## src/design/rv_isa_pkg.sv

```systemverilog
`default_nettype none

package rv_isa_pkg;

    // Architectural word width
    localparam int XLEN = 32;

    // Instruction, PC and exception cause words
    typedef logic [XLEN-1:0] word_t;
    // Integer register index, x0..x31
    typedef logic [4:0] reg_addr_t;

    // Instruction field types
    typedef logic [6:0] opcode_t;
    typedef logic [2:0] funct3_t;
    typedef logic [6:0] funct7_t;

    // Major opcodes of the base integer set
    localparam opcode_t OPC_OP     = 7'b0110011;
    localparam opcode_t OPC_OP_IMM = 7'b0010011;
    localparam opcode_t OPC_LUI    = 7'b0110111;
    localparam opcode_t OPC_AUIPC  = 7'b0010111;
    localparam opcode_t OPC_JAL    = 7'b1101111;
    localparam opcode_t OPC_JALR   = 7'b1100111;
    localparam opcode_t OPC_BRANCH = 7'b1100011;
    localparam opcode_t OPC_LOAD   = 7'b0000011;
    localparam opcode_t OPC_STORE  = 7'b0100011;

    // funct7 variants
    localparam funct7_t FUNCT7_BASE   = 7'b0000000;
    // SUB and SRA/SRAI
    localparam funct7_t FUNCT7_ALT    = 7'b0100000;
    // M extension
    localparam funct7_t FUNCT7_MULDIV = 7'b0000001;

    // Source register field positions
    localparam int RS1_LSB = 15;
    localparam int RS2_LSB = 20;

endpackage

`default_nettype wire
```

## src/design/decode_pkg.sv

```systemverilog
`default_nettype none

package decode_pkg;

    import rv_isa_pkg::*;

    // ALU result select
    typedef enum logic [3:0] {
        ALU_ADD, ALU_SUB, ALU_SLT, ALU_SLTU, ALU_SLL,
        ALU_SRL, ALU_SRA, ALU_XOR, ALU_OR, ALU_AND
    } alu_sel_e;

    // Same order as funct3 of the M extension
    typedef enum logic [2:0] {
        MULDIV_MUL    = 3'd0,
        MULDIV_MULH   = 3'd1,
        MULDIV_MULHSU = 3'd2,
        MULDIV_MULHU  = 3'd3,
        MULDIV_DIV    = 3'd4,
        MULDIV_DIVU   = 3'd5,
        MULDIV_REM    = 3'd6,
        MULDIV_REMU   = 3'd7
    } muldiv_sel_e;

    // Instruction class seen by execute
    typedef enum logic [2:0] {
        INSTR_NOP, INSTR_ALU, INSTR_MULDIV, INSTR_JUMP,
        INSTR_BRANCH, INSTR_LOAD, INSTR_STORE
    } instr_type_e;

    // ALU operand muxes
    typedef enum logic {IN0_RS1, IN0_PC} in0_sel_e;
    typedef enum logic [2:0] {
        IN1_RS2, IN1_SIMM12, IN1_JAL_OFFSET,
        IN1_BRANCH_OFFSET, IN1_STORE_OFFSET, IN1_CONST4
    } in1_sel_e;
    typedef enum logic {SHAMT_RS2, SHAMT_IMM} shamt_sel_e;

    // Writeback source for rd
    typedef enum logic [1:0] {RD_ALU, RD_LUI, RD_MULDIV, RD_MEMORY} rd_sel_e;

    // Command from execute, forwarded to fetch
    typedef enum logic [1:0] {CMD_NONE, CMD_KILL, CMD_FLUSH, CMD_BRANCH} pipeline_cmd_e;

    // Decoded control bundle
    typedef struct packed {
        instr_type_e instr_type;
        alu_sel_e    alu_sel;
        muldiv_sel_e muldiv_sel;
        in0_sel_e    in0_sel;
        in1_sel_e    in1_sel;
        shamt_sel_e  shamt_sel;
        rd_sel_e     rd_sel;
        logic        illegal;
    } decode_ctrl_t;

    // Fetched instruction with its side information
    typedef struct packed {
        word_t instr;
        word_t pc;
        logic  interrupt_pending;
        logic  fetch_exception;
        word_t fetch_exception_cause;
    } fetch_pkt_t;

    // Register execute is about to write
    typedef struct packed {
        logic      write;
        reg_addr_t waddr;
    } rd_claim_t;

endpackage

`default_nettype wire

```

## src/design/decode_stage.sv

```systemverilog
`timescale 1ns/1ps
`default_nettype none

module decode_stage (
    input  logic                      clk,
    input  logic                      rst_n,
    input  logic                      f2d_valid,
    input  decode_pkg::fetch_pkt_t    f2d_pkt,
    input  logic                      e2d_ready,
    input  decode_pkg::pipeline_cmd_e e2d_cmd,
    input  rv_isa_pkg::word_t         e2d_jump_target,
    input  decode_pkg::rd_claim_t     e2d_claim,
    output logic                      d2f_ready,
    output decode_pkg::pipeline_cmd_e d2f_cmd,
    output rv_isa_pkg::word_t         d2f_jump_target,
    output logic                      d2e_valid,
    output decode_pkg::fetch_pkt_t    d2e_pkt,
    output decode_pkg::decode_ctrl_t  d2e_ctrl,
    output logic                      rs1_read,
    output rv_isa_pkg::reg_addr_t     rs1_addr,
    output logic                      rs2_read,
    output rv_isa_pkg::reg_addr_t     rs2_addr
);

    import rv_isa_pkg::*;
    import decode_pkg::*;

    decode_ctrl_t ctrl_next;
    logic         stall;

    // Register file addresses straight from the fetched word
    assign rs1_addr = f2d_pkt.instr[RS1_LSB +: $bits(reg_addr_t)];
    assign rs2_addr = f2d_pkt.instr[RS2_LSB +: $bits(reg_addr_t)];

    // Redirects from execute go to fetch unregistered
    assign d2f_cmd         = e2d_cmd;
    assign d2f_jump_target = e2d_jump_target;

    // Classification and hazard check run side by side
    instr_classifier u_classifier (
        .instr     (f2d_pkt.instr),
        .ctrl_next (ctrl_next)
    );

    operand_hazard_check u_hazard (
        .instr (f2d_pkt.instr),
        .claim (e2d_claim),
        .stall (stall)
    );

    decode_stage_reg u_stage (
        .clk       (clk),
        .rst_n     (rst_n),
        .f2d_valid (f2d_valid),
        .f2d_pkt   (f2d_pkt),
        .ctrl_next (ctrl_next),
        .stall     (stall),
        .e2d_ready (e2d_ready),
        .e2d_cmd   (e2d_cmd),
        .d2f_ready (d2f_ready),
        .rs1_read  (rs1_read),
        .rs2_read  (rs2_read),
        .d2e_valid (d2e_valid),
        .d2e_pkt   (d2e_pkt),
        .d2e_ctrl  (d2e_ctrl)
    );

endmodule

`default_nettype wire

```

## src/design/decode_stage_reg.sv

```systemverilog
`timescale 1ns/1ps
`default_nettype none

module decode_stage_reg (
    input  logic                      clk,
    input  logic                      rst_n,
    input  logic                      f2d_valid,
    input  decode_pkg::fetch_pkt_t    f2d_pkt,
    input  decode_pkg::decode_ctrl_t  ctrl_next,
    input  logic                      stall,
    input  logic                      e2d_ready,
    input  decode_pkg::pipeline_cmd_e e2d_cmd,
    output logic                      d2f_ready,
    output logic                      rs1_read,
    output logic                      rs2_read,
    output logic                      d2e_valid,
    output decode_pkg::fetch_pkt_t    d2e_pkt,
    output decode_pkg::decode_ctrl_t  d2e_ctrl
);

    import decode_pkg::*;

    logic accept;
    logic valid_next;

    always_comb begin
        accept     = 1'b0;
        valid_next = d2e_valid;
        d2f_ready  = 1'b0;
        if (!d2e_valid) begin
            // Empty stage takes anything without a stale operand
            if (f2d_valid && !stall) begin
                accept     = 1'b1;
                valid_next = 1'b1;
                d2f_ready  = 1'b1;
            end
        end else if (e2d_ready) begin
            if (f2d_valid && e2d_cmd == CMD_NONE) begin
                if (stall) begin
                    // Current one leaves, next waits for its operand
                    valid_next = 1'b0;
                end else begin
                    accept     = 1'b1;
                    valid_next = 1'b1;
                    d2f_ready  = 1'b1;
                end
            end else begin
                // Nothing fetched, or kill/flush/branch discards the fetch item
                valid_next = 1'b0;
                d2f_ready  = 1'b1;
            end
        end
        // Holding with e2d_ready low keeps everything
    end

    // Register file read only for the instruction being taken
    assign rs1_read = accept;
    assign rs2_read = accept;

    always_ff @(posedge clk) begin
        if (accept) begin
            d2e_pkt  <= f2d_pkt;
            d2e_ctrl <= ctrl_next;
        end
        // Reset overrides the flags loaded above
        if (!rst_n) begin
            d2e_valid                 <= 1'b0;
            d2e_pkt.interrupt_pending <= 1'b0;
            d2e_pkt.fetch_exception   <= 1'b0;
        end else begin
            d2e_valid <= valid_next;
        end
    end

    // Register reads only happen together with a fetch handshake
    a_read_with_ready: assert property (
        @(posedge clk) disable iff (!rst_n) rs1_read |-> d2f_ready
    );

    // Execute sees a stable packet while it stalls
    a_hold_under_backpressure: assert property (
        @(posedge clk) disable iff (!rst_n) (d2e_valid && !e2d_ready) |=> $stable(d2e_pkt)
    );

endmodule

`default_nettype wire

```

## src/design/operand_hazard_check.sv

```systemverilog
`timescale 1ns/1ps
`default_nettype none

module operand_hazard_check (
    input  rv_isa_pkg::word_t     instr,
    input  decode_pkg::rd_claim_t claim,
    output logic                  stall
);

    import rv_isa_pkg::*;
    import decode_pkg::*;

    opcode_t   opcode;
    reg_addr_t rs1;
    reg_addr_t rs2;
    logic      rs1_used;
    logic      rs2_used;
    logic      rs1_stale;
    logic      rs2_stale;

    assign opcode = instr[6:0];
    assign rs1    = instr[RS1_LSB +: $bits(reg_addr_t)];
    assign rs2    = instr[RS2_LSB +: $bits(reg_addr_t)];

    // Classes that read rs1
    assign rs1_used = opcode inside {OPC_OP, OPC_OP_IMM, OPC_JALR, OPC_BRANCH, OPC_LOAD};
    // Classes that read rs2
    assign rs2_used = opcode inside {OPC_OP, OPC_BRANCH, OPC_STORE};

    // x0 is not filtered out
    assign rs1_stale = rs1_used && claim.write && (rs1 == claim.waddr);
    assign rs2_stale = rs2_used && claim.write && (rs2 == claim.waddr);

    // Hold back until execute has written the register
    assign stall = rs1_stale || rs2_stale;

    always_comb begin
        // A stall needs an outstanding write from execute
        a_stall_needs_claim: assert (!stall || claim.write);
    end

endmodule

`default_nettype wire

```

## src/design/instr_classifier.sv

```systemverilog
`timescale 1ns/1ps
`default_nettype none

module instr_classifier (
    input  rv_isa_pkg::word_t        instr,
    output decode_pkg::decode_ctrl_t ctrl_next
);

    import rv_isa_pkg::*;
    import decode_pkg::*;

    opcode_t opcode;
    funct3_t funct3;
    funct7_t funct7;
    logic    alt;
    logic    op_ok;
    logic    op_imm_ok;

    // Shared funct3 to ALU op table for OP and OP-IMM
    function automatic alu_sel_e alu_op(input funct3_t f3, input logic sub_sra);
        alu_sel_e sel;
        case (f3)
            3'b000:  sel = sub_sra ? ALU_SUB : ALU_ADD;
            3'b001:  sel = ALU_SLL;
            3'b010:  sel = ALU_SLT;
            3'b011:  sel = ALU_SLTU;
            3'b100:  sel = ALU_XOR;
            3'b101:  sel = sub_sra ? ALU_SRA : ALU_SRL;
            3'b110:  sel = ALU_OR;
            default: sel = ALU_AND;
        endcase
        return sel;
    endfunction

    assign opcode = instr[6:0];
    assign funct3 = instr[14:12];
    assign funct7 = instr[31:25];
    assign alt    = (funct7 == FUNCT7_ALT);

    // R-type: base funct7 for all, alt only for SUB and SRA
    assign op_ok = (funct7 == FUNCT7_BASE) ||
                   (alt && (funct3 == 3'b000 || funct3 == 3'b101));

    // Immediate forms; only the shifts constrain funct7
    assign op_imm_ok = (funct3 == 3'b001) ? (funct7 == FUNCT7_BASE) :
                       (funct3 == 3'b101) ? (funct7 == FUNCT7_BASE || alt) :
                       1'b1;

    always_comb begin
        // Illegal until a legal pattern matches
        ctrl_next.instr_type = INSTR_NOP;
        ctrl_next.alu_sel    = ALU_ADD;
        ctrl_next.muldiv_sel = MULDIV_MUL;
        ctrl_next.in0_sel    = IN0_RS1;
        ctrl_next.in1_sel    = IN1_RS2;
        ctrl_next.shamt_sel  = SHAMT_RS2;
        ctrl_next.rd_sel     = RD_ALU;
        ctrl_next.illegal    = 1'b1;
        case (opcode)
            OPC_OP: begin
                if (funct7 == FUNCT7_MULDIV) begin
                    ctrl_next.instr_type = INSTR_MULDIV;
                    // Enum follows funct3 order
                    ctrl_next.muldiv_sel = muldiv_sel_e'(funct3);
                    ctrl_next.rd_sel     = RD_MULDIV;
                    ctrl_next.illegal    = 1'b0;
                end else if (op_ok) begin
                    ctrl_next.instr_type = INSTR_ALU;
                    ctrl_next.alu_sel    = alu_op(funct3, alt);
                    ctrl_next.illegal    = 1'b0;
                end
            end
            OPC_OP_IMM: begin
                if (op_imm_ok) begin
                    ctrl_next.instr_type = INSTR_ALU;
                    // ADDI ignores imm[11:5], only SRAI uses alt
                    ctrl_next.alu_sel    = alu_op(funct3, alt && funct3 == 3'b101);
                    ctrl_next.in1_sel    = IN1_SIMM12;
                    ctrl_next.shamt_sel  = SHAMT_IMM;
                    ctrl_next.illegal    = 1'b0;
                end
            end
            OPC_LUI: begin
                ctrl_next.instr_type = INSTR_ALU;
                ctrl_next.rd_sel     = RD_LUI;
                ctrl_next.illegal    = 1'b0;
            end
            OPC_AUIPC: begin
                ctrl_next.instr_type = INSTR_ALU;
                ctrl_next.in0_sel    = IN0_PC;
                ctrl_next.in1_sel    = IN1_CONST4;
                ctrl_next.illegal    = 1'b0;
            end
            OPC_JAL: begin
                // Target is PC plus J offset
                ctrl_next.instr_type = INSTR_JUMP;
                ctrl_next.in0_sel    = IN0_PC;
                ctrl_next.in1_sel    = IN1_JAL_OFFSET;
                ctrl_next.illegal    = 1'b0;
            end
            OPC_JALR: begin
                if (funct3 == 3'b000) begin
                    ctrl_next.instr_type = INSTR_JUMP;
                    ctrl_next.in1_sel    = IN1_SIMM12;
                    ctrl_next.illegal    = 1'b0;
                end
            end
            OPC_BRANCH: begin
                ctrl_next.instr_type = INSTR_BRANCH;
                ctrl_next.in0_sel    = IN0_PC;
                ctrl_next.in1_sel    = IN1_BRANCH_OFFSET;
                ctrl_next.illegal    = 1'b0;
            end
            OPC_LOAD: begin
                ctrl_next.instr_type = INSTR_LOAD;
                ctrl_next.in1_sel    = IN1_SIMM12;
                ctrl_next.rd_sel     = RD_MEMORY;
                ctrl_next.illegal    = 1'b0;
            end
            OPC_STORE: begin
                // SB, SH, SW only
                if (!funct3[2]) begin
                    ctrl_next.instr_type = INSTR_STORE;
                    ctrl_next.in1_sel    = IN1_STORE_OFFSET;
                    ctrl_next.illegal    = 1'b0;
                end
            end
            default: begin
                ctrl_next.illegal = 1'b1;
            end
        endcase
        // Execute must never act on an illegal encoding
        a_illegal_is_nop: assert (!ctrl_next.illegal || ctrl_next.instr_type == INSTR_NOP);
    end

endmodule

`default_nettype wire

```

## config.mk

```make
export PLATFORM = sky130hd
export DESIGN_NAME = decode_stage
export DESIGN_NICKNAME = d
export VERILOG_FILES = /design/src/design/rv_isa_pkg.sv /design/src/design/decode_pkg.sv /design/src/design/decode_stage.sv /design/src/design/decode_stage_reg.sv /design/src/design/operand_hazard_check.sv /design/src/design/instr_classifier.sv
export SDC_FILE = /design/constraint.sdc
export NUM_CORES = 1
export LEC_CHECK = 0
export BUFFER_PORTS_ARGS = -buffer_cell sky130_fd_sc_hd__buf_2
export CORE_AREA = 2 2 118 120
export CTS_BUF_LIST = sky130_fd_sc_hd__clkbuf_8 sky130_fd_sc_hd__clkbuf_16
export CTS_CLUSTER_SIZE = 16
export DETAILED_ROUTE_END_ITERATION = 8
export DIE_AREA = 0 0 120 122
export GPL_TIMING_DRIVEN = 0
export PLACE_DENSITY = 0.68
export SETUP_SLACK_MARGIN = 0.2
export SYNTH_ARGS = -nofsm -noshare
export SYNTH_HDL_FRONTEND = slang
export SYNTH_SLANG_ARGS = --single-unit
```

## constraint.sdc

```tcl
create_clock -name clk -period 16.3 [get_ports clk]
set_clock_uncertainty 0.15 [all_clocks]
set_input_delay 1.63 -clock clk [delete_from_list [all_inputs] [get_ports clk]]
set_output_delay 1.63 -clock clk [all_outputs]
set_load 0.05 [all_outputs]
```

* After elaboration in Yosys (flattened, before gate mapping)
Cells that the tools add are included.
** Word-level totals
- Logic and storage cells :: 94
- Output and inout port bits :: 164
- Bits of input ports :: 142
- Register bits after elaboration :: 117
** Operators by class
- Equal/unequal tests :: 19
- Mux-type cells :: 39
- Reduce and logical (&&, ||, !) cells :: 22
** Operators with widths (number)
- $pmux 4 s7 :: 2
- $eq 7x6->1 const B :: 4
- $pmux 3 s8 :: 1
- $eq 7x7->1 const B :: 3
- $mux 1 :: 21
- $pmux 3 s7 :: 1
- $eq 7x5->1 const B :: 2
- $mux 2 :: 6
- $eq 5x5->1 :: 2
- $mux 5 :: 2
- $eq 3x3->1 const B :: 3
- $logic_and 1x1->1 :: 8
- $pmux 4 s2 :: 1
- $eq 7x1->1 const B :: 1
- $eq 7x2->1 const B :: 1
- $logic_not 7->1 :: 1
- $eq 3x2->1 const B :: 2
- $mux 3 :: 2
- $pmux 2 s3 :: 1
- $pmux 1 s5 :: 1
- $reduce_bool 5->1 :: 1
- $reduce_or 5->1 :: 1
- $logic_or 1x1->1 :: 4
- $mux 4 :: 1
- 8 further kinds :: 8

* Depth between registers and ports, before layout
- Depth in word-level cells :: 9
- Gate-level depth with buffers :: 7
- Mapped depth without buffers :: 5

* By module
A second synthesis with hierarchy kept.
** Second synthesis, totals
- Cell total of the unflattened synthesis :: 281
- Area, all modules :: 4652.0 sq um
** Modules (own cells, without submodules)
- decode_stage_reg :: sequential area each 3483.3 sq um, instances 1, area each 3623.5 sq um, cells an instance 138
- instr_classifier :: sequential area each 0.0 sq um, instances 1, area each 524.3 sq um, cells an instance 76
- decode_stage :: sequential area each 0.0 sq um, instances 1, area each 330.3 sq um, cells an instance 44
- operand_hazard_check :: sequential area each 0.0 sq um, instances 1, area each 173.9 sq um, cells an instance 23

* Least setup slack after synthesis
OpenSTA, ideal clock, no wires.
- Path type :: in2out
- Start point :: input port f2d_pkt[70] in the netlist's numbering
- End point :: output port rs2_read
- Required time :: 14.520 ns
- Stages :: 6
- Data arrival time :: 6.666 ns
- Buffers on the path :: 2
- Setup slack :: 7.854 ns
- Cell sequence :: nand2b_1 > nor3b_1 > o2111ai_1 > and4_1 > clkbuf_1 > buf_4
** On the way
- Word-level cells in the longest chain between the ends :: 9
- Elaborated cells on any way between the ends :: 20
- Those cells by class :: eq/ne (6); mux (5); reduce/logical (9)
** RTL lines
- start, declared :: RTL line decode_stage.sv:8 : input decode_pkg::fetch_pkt_t f2d_pkt,
- $eq 7x6->1, or another cell as far along :: RTL line operand_hazard_check.sv:26, operand_hazard_check.sv:28
- $reduce_bool 5->1 / $reduce_bool 3->1 (equally long branches) :: RTL line operand_hazard_check.sv:26, operand_hazard_check.sv:28
- $logic_and 1x1->1 (on tied branches) (2 in a row) :: RTL line operand_hazard_check.sv:31, operand_hazard_check.sv:32
- $logic_or 1x1->1 (*) :: RTL line operand_hazard_check.sv:35 : assign stall = rs1_stale || rs2_stale;
- $mux 1 / $logic_not 1->1 (equally long branches) :: RTL line decode_stage_reg.sv:39, decode_stage_reg.sv:32
- $mux 1 / $logic_and 1x1->1 (equally long branches) :: RTL line decode_stage_reg.sv:38, decode_stage_reg.sv:32
- $mux 1 (on tied branches) :: RTL line decode_stage_reg.sv:37, decode_stage_reg.sv:32
- $mux 1 (*) :: RTL line decode_stage_reg.sv:30 : if (!d2e_valid) begin
- end, declared :: RTL line decode_stage.sv:21 : output logic rs2_read,
Mark *: on every way between the ends. The rest lies on a longest branch, timed or not.

* Final worst setup path
- Start point :: input port f2d_pkt[71] in the netlist's numbering
- End point :: output port rs2_read
Same word-level chain as after synthesis.

==> impl_metrics.py <==
metrics = {
    "logic_synthesis": {
        "synth-main-ff-cell": "edfxtp_1",
        "seq_area_frac_synth": 0.7573,
        "synth_edf_count": 114,
        "synth.ff_latch_count": 117,
        "syn_inst": 295,
        "post_synth.cell_area_avg_sq_um": 15.59,
        "yosys_warnings": 0,
        "netlist-cell-type-count": 44,
        "mappedNetlistArea_sq_um": 4599,
        "async_reset_ff_frac": 0,
        "postSynthNetCount": 437,
    },
    "sta": {
        "setup_tns_ns": 0,
        "timing.final.crit_share": 0.3763,
        "setup_repair_after_global_routing_missed_its_margin": "false",
        "relSlewSlack": 0.4798,
        "setup_violations": 0,
        "finalHoldWorstSlack_ns": 0.3101,
        "highest_clock_frequency_the_design_can_meet_ghz": 0.1630,
        "final.min_clock_period_ns": 6.133,
        "worst_pin_slew_ns": 0.7803,
        "fin_ws_ns": 10.17,
        "timing.final.max_slew_violations": 0,
        "final_hold_viol_count": 0,
    },
    "hold_path": {
        "hold_startpoint": "u_stage.d2e_pkt[32]",
        "class_of_the_tightest_hold_or_removal_check": "reg2reg",
        "hold_path_end": "u_stage.d2e_pkt[32]",
        "holdPathStages": 2,
    },
    "worst_setup_path": {
        "critical_path.slowest_cell": "a2111oi_0",
        "cp.arrival_ns": 4.35,
        "critical_path_class": "in2out",
        "crit_path_start_kind": "primary input",
        "r2r-start": "u_stage.d2e_valid",
        "path_max_fanout": 66,
        "worstRegToRegCells": 4,
        "kind_of_capture_point_of_the_worst_setup_path": "primary output",
        "cpPeakStageDelay_ns": 0.52,
        "worstReg2RegEnd": "u_stage.d2e_pkt[80]",
        "critical_path.startpoint": "f2d_pkt[71]",
        "crit_chain": "buf_2 > buf_2 > nand2_1 > a2111oi_0 > nand4_1 > and4_1 > clkbuf_4 > buf_16 > buf_4 > buf_2",
        "timing.reg2reg.setup_slack_ns": 14.16,
        "crit_required_ns": 14.52,
        "critical-path-top-cell-by-count": "buf_2",
    },
    "grt": {
        "grt_pass1_vias": 3253,
        "grt_antenna_before_repair": 0,
        "grt_pass1_wl_um": 17270,
        "grt_remaining_overflow": 0,
        "largest_net_degree_at_the_start_of_global_routing": 67,
        "track_usage": 0.1626,
    },
    "run": {
        "max_cap_viol_count": 0,
    },
    "die": {
        "floorplan.die.height_um": 122,
        "initial_utilization": 0.3406,
        "num_rows": 43,
        "chipWidth_um": 120,
        "floorplan.core_area_sq_um": 13500,
        "io-pin-count": 306,
        "floorplan.die_area_sq_um": 14640,
    },
    "drt": {
        "antenna_left": 0,
        "detail_route.wirelength_um": 12220,
        "remaining_drc_errors": 0,
        "violation_count_after_the_first_detailed_route_iteration": 159,
        "vias_per_cell": 4.488,
        "via_count": 3501,
        "route.detailed.wl_per_inst_um": 15.67,
        "detail_route.first_pass.iterations": 4,
    },
    "clocking": {
        "clock_tree.htree_level_count": 4,
        "clock_pin_slew_on_the_worst_setup_and_hold_paths_ns": 0.06,
        "ctsRootBufferMaster": "clkbuf_16",
        "worstSkewPairLatency_ns": 0.42,
        "cts_repair_resize_count": 0,
        "clock_path_buffers": 2,
        "cts.repair_timing.setup_buffer_count": 0,
        "numClockSinks": 117,
        "cts.hold.buffers_added": 0,
        "cts_made_buffers": 17,
        "tritoncts": "built",
    },
    "placement": {
        "io_buffers": 273,
        "pre_cts_slack_ns": 10.07,
        "dp.final_hpwl_um": 9308,
        "routabilityCongestion": 0.8840,
    },
    "pwr": {
        "power.density_cell_area_nw_per_um2": 131.8,
        "power_leakage_uw": 0.003007,
        "vdd_drop_max_mv": 0.05886,
    },
    "final_layout": {
        "fillers": 1184,
        "n_antenna_cell": 0,
        "layout_nets": 730,
        "final_util": 0.5072,
        "drive_above_1_share": 0.5933,
        "syn_to_final_growth_pct": 48.91,
    },
    "run_status": {
        "outcome": "completed",
    },
}
-- flip-flops by register name (all words and copies together) (netlist names) --
| name | cells |
|---|---|
| u_stage.d2e_ctrl | 18 |
| u_stage.d2e_valid | 1 |
| u_stage.d2e_pkt | 98 |
-- critical path: cells and delay by family --
family / cells / cell delay (ns)
buffers and inverters: 6 / 1.58
and+or+nand+nor: 3 / 0.55
AOI/OAI and AO/OA: 1 / 0.52
-- area by class of cell --
type | count | area [sq um] | share of cell area
clock inverter | 14 | 201.4 | 0.02941
multi-input combinational | 119 | 723.2 | 0.1056
clock buffer | 17 | 425.4 | 0.06211
inverter | 4 | 15.01 | 0.002192
timing repair buffer | 274 | 1394 | 0.2035
sequential | 117 | 3483 | 0.5086
tap | 180 | 225.2 | 0.03288
buffer | 55 | 381.6 | 0.05572
-- cells in the mapped netlist (4+ instances only) --
cell | instances | area share
inv_1 | 4 | 0.0033
nand2b_1 | 4 | 0.0054
buf_4 | 45 | 0.073
edfxtp_1 | 114 | 0.74
clkbuf_1 | 7 | 0.0057
nand2_1 | 17 | 0.014
o21ai_0 | 8 | 0.0087
xor2_1 | 9 | 0.017
nor2_1 | 16 | 0.013
a21oi_1 | 9 | 0.0098
nor2b_1 | 5 | 0.0068
nor3_1 | 9 | 0.0098
-- per-layer routing --
metal / GRT usage / routed length, um / vias to the layer above
met2: 0.2940 / 6404 / 212
met5: 0 / 0 / -
met3: 0.06414 / 1180 / 12
met1: 0.1668 / 4457 / 1628
met4: 0.06912 / 178 / 0
li1: - / - / 1649
-- through the flow --
step / area, sq um / std cells / total power, uW
after floorplan: 4599 / 295 / 475.5
after global placement: 6191 / 748 / 518.1
after detailed placement: 6222 / 749 / 517.3
after CTS: 6849 / 780 / 914.0
after global routing: 6849 / 780 / 932.7
final: 6849 / 780 / 902.7
-- where the power goes --
group          switching (uW)  internal (uW)  leakage (uW)
registers                4.20            352       0.00113
logic                     117           37.8       0.00159
clock network             136            256      0.000289
-- layout by cell type, fill, tap and decap left out, types with 3 or more instances in the layout --
master / instances
nor2b_1: 5
dfxtp_1: 3
a31oi_1: 3
o21ai_0: 8
nor2_1: 16
buf_4: 45
buf_2: 275
inv_1: 4
o211ai_1: 3
nand2_1: 17
inv_6: 3
edfxtp_1: 114
xor2_1: 9
nand2b_1: 4
a21oi_1: 9
bufinv_16: 4
nor3_1: 9
clkbuf_1: 6
clkinvlp_4: 5
clkbuf_16: 17
nand3_1: 3
-- worst max-delay path by stage --
stage,slack [ns],end,depth (start not counted)
floorplan,7.85,rs2_read,6
finish,10.17,rs2_read,10
CTS,10.06,rs2_read,10
global route,9.94,rs2_read,10
detailed placement,10.07,rs2_read,10
global placement,6.41,rs1_read,7
-- cells by family (layout without fill, tap and decap cells) --
group | Yosys count | after routing | synth area share
AO/OA/AOI/OAI | 36 | 36 | 0.05169
XOR/XNOR | 11 | 11 | 0.02095
buffers and inverters | 59 | 364 | 0.08542
multiplexers | 2 | 2 | 0.004353
flip-flops | 117 | 117 | 0.7573
AND/OR/NAND/NOR | 70 | 70 | 0.08025
Power figures use the tool's default switching activity.
